## src/hw/mips_core_pkg.sv

```systemverilog
package mips_core_pkg;

    typedef enum logic [2:0] {
        ALU_ADD = 3'd0,
        ALU_SUB = 3'd1,
        ALU_AND = 3'd2,
        ALU_OR  = 3'd3,
        ALU_SLT = 3'd4
    } alu_op_e;

    typedef struct packed {
        logic    reg_dst;
        logic    alu_src;
        logic    imm_zext;
        logic    mem_to_reg;
        logic    reg_write;
        logic    mem_write;
        logic    branch;
        logic    jump;
        alu_op_e alu_op;
    } ctrl_t;

    // Register write-back as seen at the core boundary
    typedef struct packed {
        logic        valid;
        logic [4:0]  rd;
        logic [31:0] data;
    } reg_wb_t;

    // Store as seen at the core boundary, addr is a byte address
    typedef struct packed {
        logic        en;
        logic [31:0] addr;
        logic [31:0] data;
    } mem_wr_t;

    localparam int          NUM_REGS    = 32;
    localparam int          DMEM_WORDS  = 64;
    localparam int          DMEM_IDX_W  = $clog2(DMEM_WORDS);
    localparam logic [31:0] RESET_PC    = 32'h0000_0000;

endpackage

```

## src/hw/mips_isa_pkg.sv

```systemverilog
package mips_isa_pkg;

    // Primary opcodes, instr[31:26]
    typedef enum logic [5:0] {
        R_TYPE = 6'h00,
        J      = 6'h02,
        BEQ    = 6'h04,
        ADDI   = 6'h08,
        ORI    = 6'h0d,
        LW     = 6'h23,
        SW     = 6'h2b
    } opcode_e;

    // Function codes for R_TYPE, instr[5:0]
    typedef enum logic [5:0] {
        ADD = 6'h20,
        SUB = 6'h22,
        AND = 6'h24,
        OR  = 6'h25,
        SLT = 6'h2a
    } funct_e;

    // Field positions
    localparam int OP_LSB    = 26;
    localparam int RS_LSB    = 21;
    localparam int RT_LSB    = 16;
    localparam int RD_LSB    = 11;
    localparam int FUNCT_LSB = 0;
    localparam int IMM_W     = 16;
    localparam int TARGET_W  = 26;

    // Decodes as R_TYPE with an unknown funct, so nothing is written
    localparam logic [31:0] NOP_WORD = 32'h0000_0000;

endpackage

```

## src/hw/control_unit.sv

```systemverilog
module control_unit
    import mips_isa_pkg::*;
    import mips_core_pkg::*;
(
    input  opcode_e opcode,
    input  funct_e  funct,
    output ctrl_t   ctrl
);

    always_comb begin
        // Safe default, no state changes
        ctrl        = '0;
        ctrl.alu_op = ALU_ADD;

        case (opcode)
            R_TYPE: begin
                ctrl.reg_dst = 1'b1;
                case (funct)
                    ADD: begin
                        ctrl.reg_write = 1'b1;
                        ctrl.alu_op    = ALU_ADD;
                    end
                    SUB: begin
                        ctrl.reg_write = 1'b1;
                        ctrl.alu_op    = ALU_SUB;
                    end
                    AND: begin
                        ctrl.reg_write = 1'b1;
                        ctrl.alu_op    = ALU_AND;
                    end
                    OR: begin
                        ctrl.reg_write = 1'b1;
                        ctrl.alu_op    = ALU_OR;
                    end
                    SLT: begin
                        ctrl.reg_write = 1'b1;
                        ctrl.alu_op    = ALU_SLT;
                    end
                    default: ctrl.reg_write = 1'b0;
                endcase
            end
            ADDI: begin
                ctrl.alu_src   = 1'b1;
                ctrl.reg_write = 1'b1;
            end
            ORI: begin
                ctrl.alu_src   = 1'b1;
                ctrl.imm_zext  = 1'b1;
                ctrl.reg_write = 1'b1;
                ctrl.alu_op    = ALU_OR;
            end
            LW: begin
                ctrl.alu_src    = 1'b1;
                ctrl.mem_to_reg = 1'b1;
                ctrl.reg_write  = 1'b1;
            end
            SW: begin
                ctrl.alu_src   = 1'b1;
                ctrl.mem_write = 1'b1;
            end
            BEQ: begin
                ctrl.branch = 1'b1;
                ctrl.alu_op = ALU_SUB;
            end
            J:       ctrl.jump = 1'b1;
            default: ctrl.jump = 1'b0;
        endcase
    end

endmodule

```

## config.mk

```make
export PLATFORM = sky130hd
export DESIGN_NAME = control_unit
export DESIGN_NICKNAME = d
export VERILOG_FILES = /design/src/hw/mips_core_pkg.sv /design/src/hw/mips_isa_pkg.sv /design/src/hw/control_unit.sv
export SDC_FILE = /design/constraint.sdc
export NUM_CORES = 1
export LEC_CHECK = 0
export BUFFER_PORTS_ARGS = -buffer_cell sky130_fd_sc_hd__buf_2
export CAP_MARGIN = 40
export CELL_PAD_IN_SITES_DETAIL_PLACEMENT = 2
export CELL_PAD_IN_SITES_GLOBAL_PLACEMENT = 2
export CORE_MARGIN = 1.5
export CORE_UTILIZATION = 20
export DETAILED_ROUTE_END_ITERATION = 10
export PLACE_DENSITY_LB_ADDON = 0.1
export SYNTH_ARGS = -nofsm -noshare
export SYNTH_HDL_FRONTEND = slang
export SYNTH_SLANG_ARGS = --single-unit
```

## constraint.sdc

```tcl
create_clock -name vclk -period 3.61
set_clock_uncertainty 0.15 [all_clocks]
set_input_delay 0.5415 -clock vclk [all_inputs]
set_output_delay 0.5415 -clock vclk [all_outputs]
set_load 0.02 [all_outputs]
```

==> flow_metrics.env, run 1 <==
export IMPL_status="complete, no violations"
export IMPL_crit_path_frequent_cell="buf_2"
export IMPL_comb_power_share=1.000
export IMPL_dr_pass1_iters=2
export IMPL_cp_max_fo=3
export IMPL_grt_usage=0.142
export IMPL_io_buffer_count=23
export IMPL_drv_cap=0
export IMPL_dieArea_um2=1550
export IMPL_cellLeakagePower_uw=0.000167
export IMPL_vias=356
export IMPL_remaining_drc_errors=0
export IMPL_die_h_um=39.3
export IMPL_postRouteAntennaNets=0
export IMPL_grt_max_degree=9
export IMPL_critical_path_required_ps=2920
export IMPL_startpoint_type="primary input"
export IMPL_placedCellCount=70
export IMPL_cts_setup_buffers=0
export IMPL_seq_area_um2=0
export IMPL_netlist_instances=36
export IMPL_synth_fp_nets=48
export IMPL_start_util=0.225
export IMPL_path_cells="buf_2, nor2b_1, nor4b_1, o21ai_0, a21oi_1, buf_2"
export IMPL_synth_distinct_cells=22
export IMPL_dp_hpwl_um=803
export IMPL_final_max_slew_viol_count=0
export IMPL_peakVddDrop_mv=0.0327
export IMPL_crit_buf_inv=2
export IMPL_totalWireLength_um=905
export IMPL_finalCritPeriodShare=0.671
export IMPL_place_congestion=0.703
export IMPL_seq_area_frac_synth=0
export IMPL_rows=12
export IMPL_end_kind="output pin"
export IMPL_holdPathEnd="ctrl[2]"
export IMPL_grt_setup_unrepaired="no"
export IMPL_crit_type="in2out"
export IMPL_dr_first_iter_drc_count=1
export IMPL_setup_tns_ps=0
export IMPL_p_per_area_nw_per_um2=83.4
export IMPL_clockBufferCount=0
export IMPL_worst_slew_pin_transition_ps=403
export IMPL_area_delta_synth_final_pct=42.2
export IMPL_finalHoldViolCount=0
export IMPL_antenna_diode_count=0
export IMPL_clkPwrFrac=0
export IMPL_coreArea_um2=1170
export IMPL_fin_crit_ps=2420
export IMPL_wire_per_inst_um=12.9
export IMPL_fmax_ghz=0.413
export IMPL_first_global_vias=358
export IMPL_seqPwrFrac=0
export IMPL_grt_overflow_total=0
export IMPL_yosysWarningCount=0
export IMPL_finalSetupViolCount=0
export IMPL_synth_avg_cell_area_um2=7.33
export IMPL_num_nets_final=70
export IMPL_cp_arrival_ps=1730
export IMPL_swShare=0.614
export IMPL_stdcell_count=70
export IMPL_utilization=0.321
export IMPL_max_stage_delay_ps=390
export IMPL_syn_area_um2=264
export IMPL_min_from="funct[0]"
export IMPL_switchingPower_uw=19.2
export IMPL_grt_pass1_wl_mm=1.57
export IMPL_seq_cell_count=0
export IMPL_drive_above_1_share=0.482
export IMPL_die_x_um=39.3
export IMPL_critical_path_top_delay_family="simple AND/OR/NAND/NOR gates"
export IMPL_p_int_uw=12.1
export IMPL_hp_class="in2out"
export IMPL_cts_hold_buffers=0
export IMPL_ios=23
export IMPL_via_per_inst=5.09
export IMPL_hold_path_depth=3
export IMPL_cts_resized=0
export IMPL_slew_headroom=0.728
export IMPL_critPathSlowestCell="nor4b_1"
export IMPL_antenna_found_initial=0
==> final cells by class <==
cell class / instances / area [µm²]
well taps: 14 / 17.5
multi-input cells: 32 / 239
inverters: 1 / 3.75
repair buffers: 23 / 115
fillers: 155 / 796
==> tightest hold or removal path: cells and delay by family <==
family | cells | cell delay, ps
simple gates | 1 | 50
buf+inv | 2 | 280
==> Yosys cell counts (all sizes together), types with 2 or more instances <==
cell   number  area [µm²]
nor4b       5        65.1
nor3        2        10.0
nand3       4        20.0
nand2       2        7.51
buf         3        21.3
nor2        4        15.0
a21oi       3        15.0
o21ai       2        10.0
or3         2        17.5
==> placed cells by master, fill, tap and decap left out, drive strengths merged <==
cell type  count
a21oi          3
buf           23
inv            1
mux2i          1
nand2          2
nand3          4
nor2           4
nor2b          1
nor3           2
nor3b          1
nor4           1
nor4b          5
o2111ai        1
o21ai          2
o21bai         1
or3            2
xnor2          1
xor2           1
==> how the worst max path moves through the flow <==
stage | start | end | slack (ps) | cells after the start
2_1_floorplan | opcode[2] | ctrl[3] | 1130 | 3
3_3_place_gp | opcode[2] | ctrl[6] | 1220 | 6
3_5_place_dp | opcode[2] | ctrl[2] | 1170 | 5
4_1_cts | opcode[2] | ctrl[2] | 1160 | 5
5_1_grt | funct[4] | ctrl[0] | 1060 | 6
6_report | funct[5] | ctrl[0] | 1190 | 6
==> power by group through the flow <==
stage / combinational (µW) / clock, µW / sequential (µW)
after global routing: 34.8 / 0 / 0
after global placement: 30.0 / 0 / 0
after detailed placement: 31.6 / 0 / 0
after CTS: 31.7 / 0 / 0
final: 31.3 / 0 / 0
after floorplan: 17.9 / 0 / 0
==> logic make-up (layout without fill, tap and decap cells) <==
kind of cell / after synthesis / count (layout) / synth area share
compound gates: 7 / 7 / 0.156
simple gates: 22 / 22 / 0.645
xor+xnor: 2 / 2 / 0.0664
buf+inv: 4 / 24 / 0.0948
mux: 1 / 1 / 0.0379
==> routing by layer <==
metal  global-route usage  up-vias  routed length, µm
li1                     -      177                  -
met1                0.172      164                386
met2                0.283       15                455
met3              0.00568        0                 63
met4                    0        0                  0
met5                    0        -                  0
==> metrics by stage <==
stage	area, µm²	setup WS [ps]	hold WS, ps	power, µW
floorplan	264	1130	970	17.9
global placement	375	1220	1270	30.0
detailed placement	375	1170	1270	31.6
CTS	375	1160	1280	31.7
global route	375	1060	1290	34.8
finish	375	1190	1270	31.3
Note: power is estimated with default switching activity, not from simulation.
==> run 2, diff against run 1 <==
--- a/config.mk
+++ b/config.mk
@@ -10,7 +10,7 @@
 export CELL_PAD_IN_SITES_DETAIL_PLACEMENT = 2
 export CELL_PAD_IN_SITES_GLOBAL_PLACEMENT = 2
 export CORE_MARGIN = 1.5
-export CORE_UTILIZATION = 20
+export CORE_UTILIZATION = 17
 export DETAILED_ROUTE_END_ITERATION = 10
 export PLACE_DENSITY_LB_ADDON = 0.1
 export SYNTH_ARGS = -nofsm -noshare
==> constraint.sdc (replaced) <==
create_clock -name vclk -period 2.2
set_clock_uncertainty 0.15 [all_clocks]
set_input_delay 0.33 -clock vclk [all_inputs]
set_output_delay 0.33 -clock vclk [all_outputs]
set_load 0.02 [all_outputs]
==> run 2 against run 1 <==
  * Sequential share of layout area unchanged
  * Total power grew 62%
  * Design area grew 0.67%
  * Sequential cell count did not move
  * Global-route usage is 3.8 points lower
  * Combinational power grew 62%
  * Critical path depth did not move
  * First-iteration DRC count fell by 100%
  * Wire length down 1.9%
  * Final cell count increased by 2.9%
  * Count of clock-buffer cells in the layout unchanged
  * Critical path type unchanged
  * Largest cell class unchanged
  * Highest routed layer unchanged
==> flow_metrics.env, run 2 (synthesis gave the netlist of run 1 again) <==
export IMPL_dr_first_iter_drc_count=0
export IMPL_final_cell_mix="23 x buf_2, 4 x nand3_1, 4 x nor2_1, 3 x nor4b_1, 3 x a21oi_1"
export IMPL_dp_hpwl_um=763
export IMPL_ios=23
export IMPL_postRouteAntennaNets=0
export IMPL_cts_setup_buffers=0
export IMPL_grt_setup_unrepaired="no"
export IMPL_fmax_ghz=0.496
export IMPL_cts_resized=0
export IMPL_grt_pass1_wl_mm=1.57
export IMPL_seq_area_um2=0
export IMPL_grt_max_degree=9
export IMPL_placed_area_um2=378
export IMPL_num_nets_final=70
export IMPL_place_congestion=0.673
export IMPL_start_util=0.179
export IMPL_finalHoldViolCount=0
export IMPL_seq_cell_count=0
export IMPL_p_per_area_nw_per_um2=134
export IMPL_pre_cts_slack_ps=179
export IMPL_crit_type="in2out"
export IMPL_finalCritPeriodShare=0.917
export IMPL_hold_path_depth=3
export IMPL_die_h_um=42.4
export IMPL_slew_headroom=0.767
export IMPL_utilization=0.257
export IMPL_via_per_inst=4.82
export IMPL_cts_hold_buffers=0
export IMPL_critical_path_required_ps=1720
export IMPL_rows=14
export IMPL_worst_slew_pin_transition_ps=344
export IMPL_area_delta_synth_final_pct=43.1
export IMPL_die_x_um=42.4
export IMPL_status="complete, no violations"
export IMPL_end_kind="output pin"
export IMPL_remaining_drc_errors=0
export IMPL_layout_setup_ws_ps=182
export IMPL_layout_commonest_cell="buf_2"
export IMPL_first_global_vias=351
export IMPL_peakVddDrop_mv=0.0391
export IMPL_grt_usage=0.104
export IMPL_final_max_slew_viol_count=0
export IMPL_wire_per_inst_um=12.3
export IMPL_cp_max_fo=8
export IMPL_antenna_found_initial=0
export IMPL_vias=347
export IMPL_antenna_diode_count=0
export IMPL_dieArea_um2=1800
export IMPL_grt_overflow_total=0
export IMPL_drive_above_1_share=0.482
export IMPL_drv_cap=0
export IMPL_finalSetupViolCount=0
export IMPL_startpoint_type="primary input"
export IMPL_cellLeakagePower_uw=0.000167
export IMPL_clockBufferCount=0
export IMPL_dr_pass1_iters=1
export IMPL_coreArea_um2=1470
export IMPL_io_buffer_count=23
export IMPL_cp_arrival_ps=1540
export IMPL_totalWireLength_um=888
export IMPL_setup_tns_ps=0
export IMPL_final_cell_area_um2=378
export IMPL_hp_class="in2out"
export IMPL_fin_crit_ps=2020
==> run 2: worst paths after layout <==
| kind | startpoint | end | slack [ps] |
|---|---|---|---|
| worst max-delay path | opcode[2] | ctrl[6] | 180 |
| worst min-delay path | opcode[4] | ctrl[5] | 850 |
==> run 2: final cells by class <==
type	instances	area, µm²
fillers	208	1090
repair buffers	23	115
well taps	16	20.0
multi-input cells	32	239
inverters	1	3.75
==> run 2: worst max-delay path, cell delays in order <==
cell,delay (ps)
buf_2,150
or3_4,400
nor4_4,200
o2111ai_1,170
o21ai_0,100
buf_2,180
==> run 2: metrics by stage <==
step / hold WS, ps / std cells / total power, µW
2_1_floorplan: 547 / 36 / 29.3
3_3_place_gp: 849 / 72 / 51.4
3_5_place_dp: 851 / 72 / 51.8
4_1_cts: 852 / 72 / 51.9
5_1_grt: 869 / 72 / 56.7
6_report: 848 / 72 / 50.8
==> run 2: power breakdown <==
part           leakage [µW]  internal [µW]  switching [µW]
Sequential                0              0               0
Combinational      0.000167           19.8            31.0
Clock                     0              0               0
Total              0.000167           19.8            31.0
==> run 2: metal layers <==
metal,share of wire,up-vias,global-route usage
met1,0.47,160,0.141
met4,0,0,0
met2,0.49,12,0.194
li1,-,175,-
met5,0,-,0
met3,0.044,0,0
==> run 3, diff against run 2 <==
--- a/config.mk
+++ b/config.mk
@@ -12,7 +12,7 @@
 export CORE_MARGIN = 1.5
 export CORE_UTILIZATION = 17
 export DETAILED_ROUTE_END_ITERATION = 10
-export PLACE_DENSITY_LB_ADDON = 0.1
+export PLACE_DENSITY = 0.85
 export SYNTH_ARGS = -nofsm -noshare
 export SYNTH_HDL_FRONTEND = slang
 export SYNTH_SLANG_ARGS = --single-unit
==> run 3 against run 2 <==
  * Critical path depth unchanged
  * Worst hold slack worse by 5.7 ps
  * Wire length decreased by 4.5%
  * Core utilization did not move
  * Total power is 0.76% lower
  * Non-clock buffer count unchanged
  * Via count shrank 1.7%
  * Count of clock-buffer cells in the layout unchanged
  * Final cell count stayed put
  * Critical path type unchanged
  * Largest cell class unchanged
  * Largest power group unchanged
  * Highest routed layer unchanged
==> flow_metrics.env, run 3 (synthesis gave the netlist of run 1 again) <==
export IMPL_die_x_um=42.4
export IMPL_num_nets_final=70
export IMPL_cts_hold_buffers=0
export IMPL_end_kind="output pin"
export IMPL_finalSetupViolCount=0
export IMPL_area_delta_synth_final_pct=43.1
export IMPL_switchingPower_uw=30.6
export IMPL_filler_cell_count=195
export IMPL_vias=341
export IMPL_coreArea_um2=1470
export IMPL_start_util=0.179
export IMPL_fin_crit_ps=1970
export IMPL_grtUsageMet2=0.166
export IMPL_setup_tns_ps=0
export IMPL_clkPwrFrac=0
export IMPL_swShare=0.608
export IMPL_stdcell_count=72
export IMPL_multi_input_area_um2=239
export IMPL_final_cell_mix="23 x buf_2, 4 x nand3_1, 4 x nor2_1, 3 x nor4b_1, 3 x a21oi_1"
export IMPL_placedCellCount=72
export IMPL_rows=14
export IMPL_status="complete, no violations"
export IMPL_crit_type="in2out"
export IMPL_cts_setup_buffers=0
export IMPL_fmax_ghz=0.507
export IMPL_final_max_slew_viol_count=0
export IMPL_remaining_drc_errors=0
export IMPL_totalWireLength_um=848
export IMPL_grt_max_degree=9
export IMPL_grt_overflow_total=0
export IMPL_peakVddDrop_mv=0.0329
export IMPL_worst_slew_pin_transition_ps=351
export IMPL_drive_above_1_share=0.482
export IMPL_dr_first_iter_drc_count=3
export IMPL_critical_path_required_ps=1720
export IMPL_seq_area_um2=0
export IMPL_seq_cell_count=0
export IMPL_min_from="funct[0]"
export IMPL_place_congestion=0.667
export IMPL_grt_busiest_layer="met2"
export IMPL_via_per_inst=4.74
export IMPL_grt_setup_unrepaired="no"
export IMPL_postRouteAntennaNets=0
export IMPL_comb_power_share=1.000
export IMPL_ios=23
export IMPL_layout_commonest_cell="buf_2"
export IMPL_slew_headroom=0.763
export IMPL_cellLeakagePower_uw=0.000167
export IMPL_clockBufferCount=0
export IMPL_dp_hpwl_um=740
export IMPL_p_per_area_nw_per_um2=133
export IMPL_drv_cap=0
export IMPL_cp_arrival_ps=1490
export IMPL_startpoint_type="primary input"
export IMPL_dieArea_um2=1800
export IMPL_dr_pass1_iters=2
export IMPL_hold_path_depth=3
export IMPL_gr_usage_met1=0.141
export IMPL_antenna_diode_count=0
export IMPL_seqPwrFrac=0
export IMPL_grt_pass1_wl_mm=1.46
export IMPL_finalCritPeriodShare=0.897
export IMPL_antenna_found_initial=0
export IMPL_die_h_um=42.4
export IMPL_cp_max_fo=8
export IMPL_wire_per_inst_um=11.8
export IMPL_holdPathEnd="ctrl[2]"
export IMPL_use_met3=0.00431
export IMPL_grt_usage=0.0967
export IMPL_hp_class="in2out"
export IMPL_finalHoldViolCount=0
export IMPL_first_global_vias=330
export IMPL_cts_resized=0
export IMPL_p_int_uw=19.8
export IMPL_io_buffer_count=23
==> run 3: routing by layer <==
layer  routed length, µm  part of all wire  vias to the layer above
li1                    -                 -                      175
met1                 405              0.48                      156
met2                 398              0.47                       10
met3                  44             0.052                        0
met4                   0                 0                        0
met5                   0                 0                        -
==> run 3: worst max-delay path, stage by stage <==
cell and delay, ps:
buf_2 150, or3_4 400, nor4_4 180, o2111ai_1 150, o21ai_0 90, buf_2 180
==> run 3: worst max-delay path by stage <==
stage | slack [ps] | to | startpoint
6_report | 230 | ctrl[6] | opcode[2]
5_1_grt | 70 | ctrl[0] | funct[4]
4_1_cts | 200 | ctrl[6] | opcode[2]
3_5_place_dp | 200 | ctrl[6] | opcode[2]
3_3_place_gp | 200 | ctrl[6] | opcode[2]
2_1_floorplan | 140 | ctrl[3] | opcode[2]
==> run 3: power by group through the flow <==
| stage | Sequential (µW) | Combinational (µW) | Clock, µW |
|---|---|---|---|
| 2_1_floorplan | 0 | 29.3 | 0 |
| 3_3_place_gp | 0 | 49.5 | 0 |
| 3_5_place_dp | 0 | 51.0 | 0 |
| 4_1_cts | 0 | 51.3 | 0 |
| 5_1_grt | 0 | 55.9 | 0 |
| 6_report | 0 | 50.4 | 0 |
==> run 3: final cells by class <==
type,count,share of cell area
multi-input combinational,32,0.632
timing repair buffer,23,0.305
tap,16,0.0530
inverter,1,0.00993
==> run 3: stage by stage <==
stage | power [µW] | setup slack [ps] | hold WS, ps | cell area, µm² | util
global route | 55.9 | 69.0 | 858 | 378 | 0.257
CTS | 51.3 | 200 | 845 | 378 | 0.257
floorplan | 29.3 | 144 | 547 | 264 | -
detailed placement | 51.0 | 201 | 846 | 378 | 0.257
global placement | 49.5 | 205 | 843 | 378 | 0.257
finish | 50.4 | 227 | 843 | 378 | 0.257
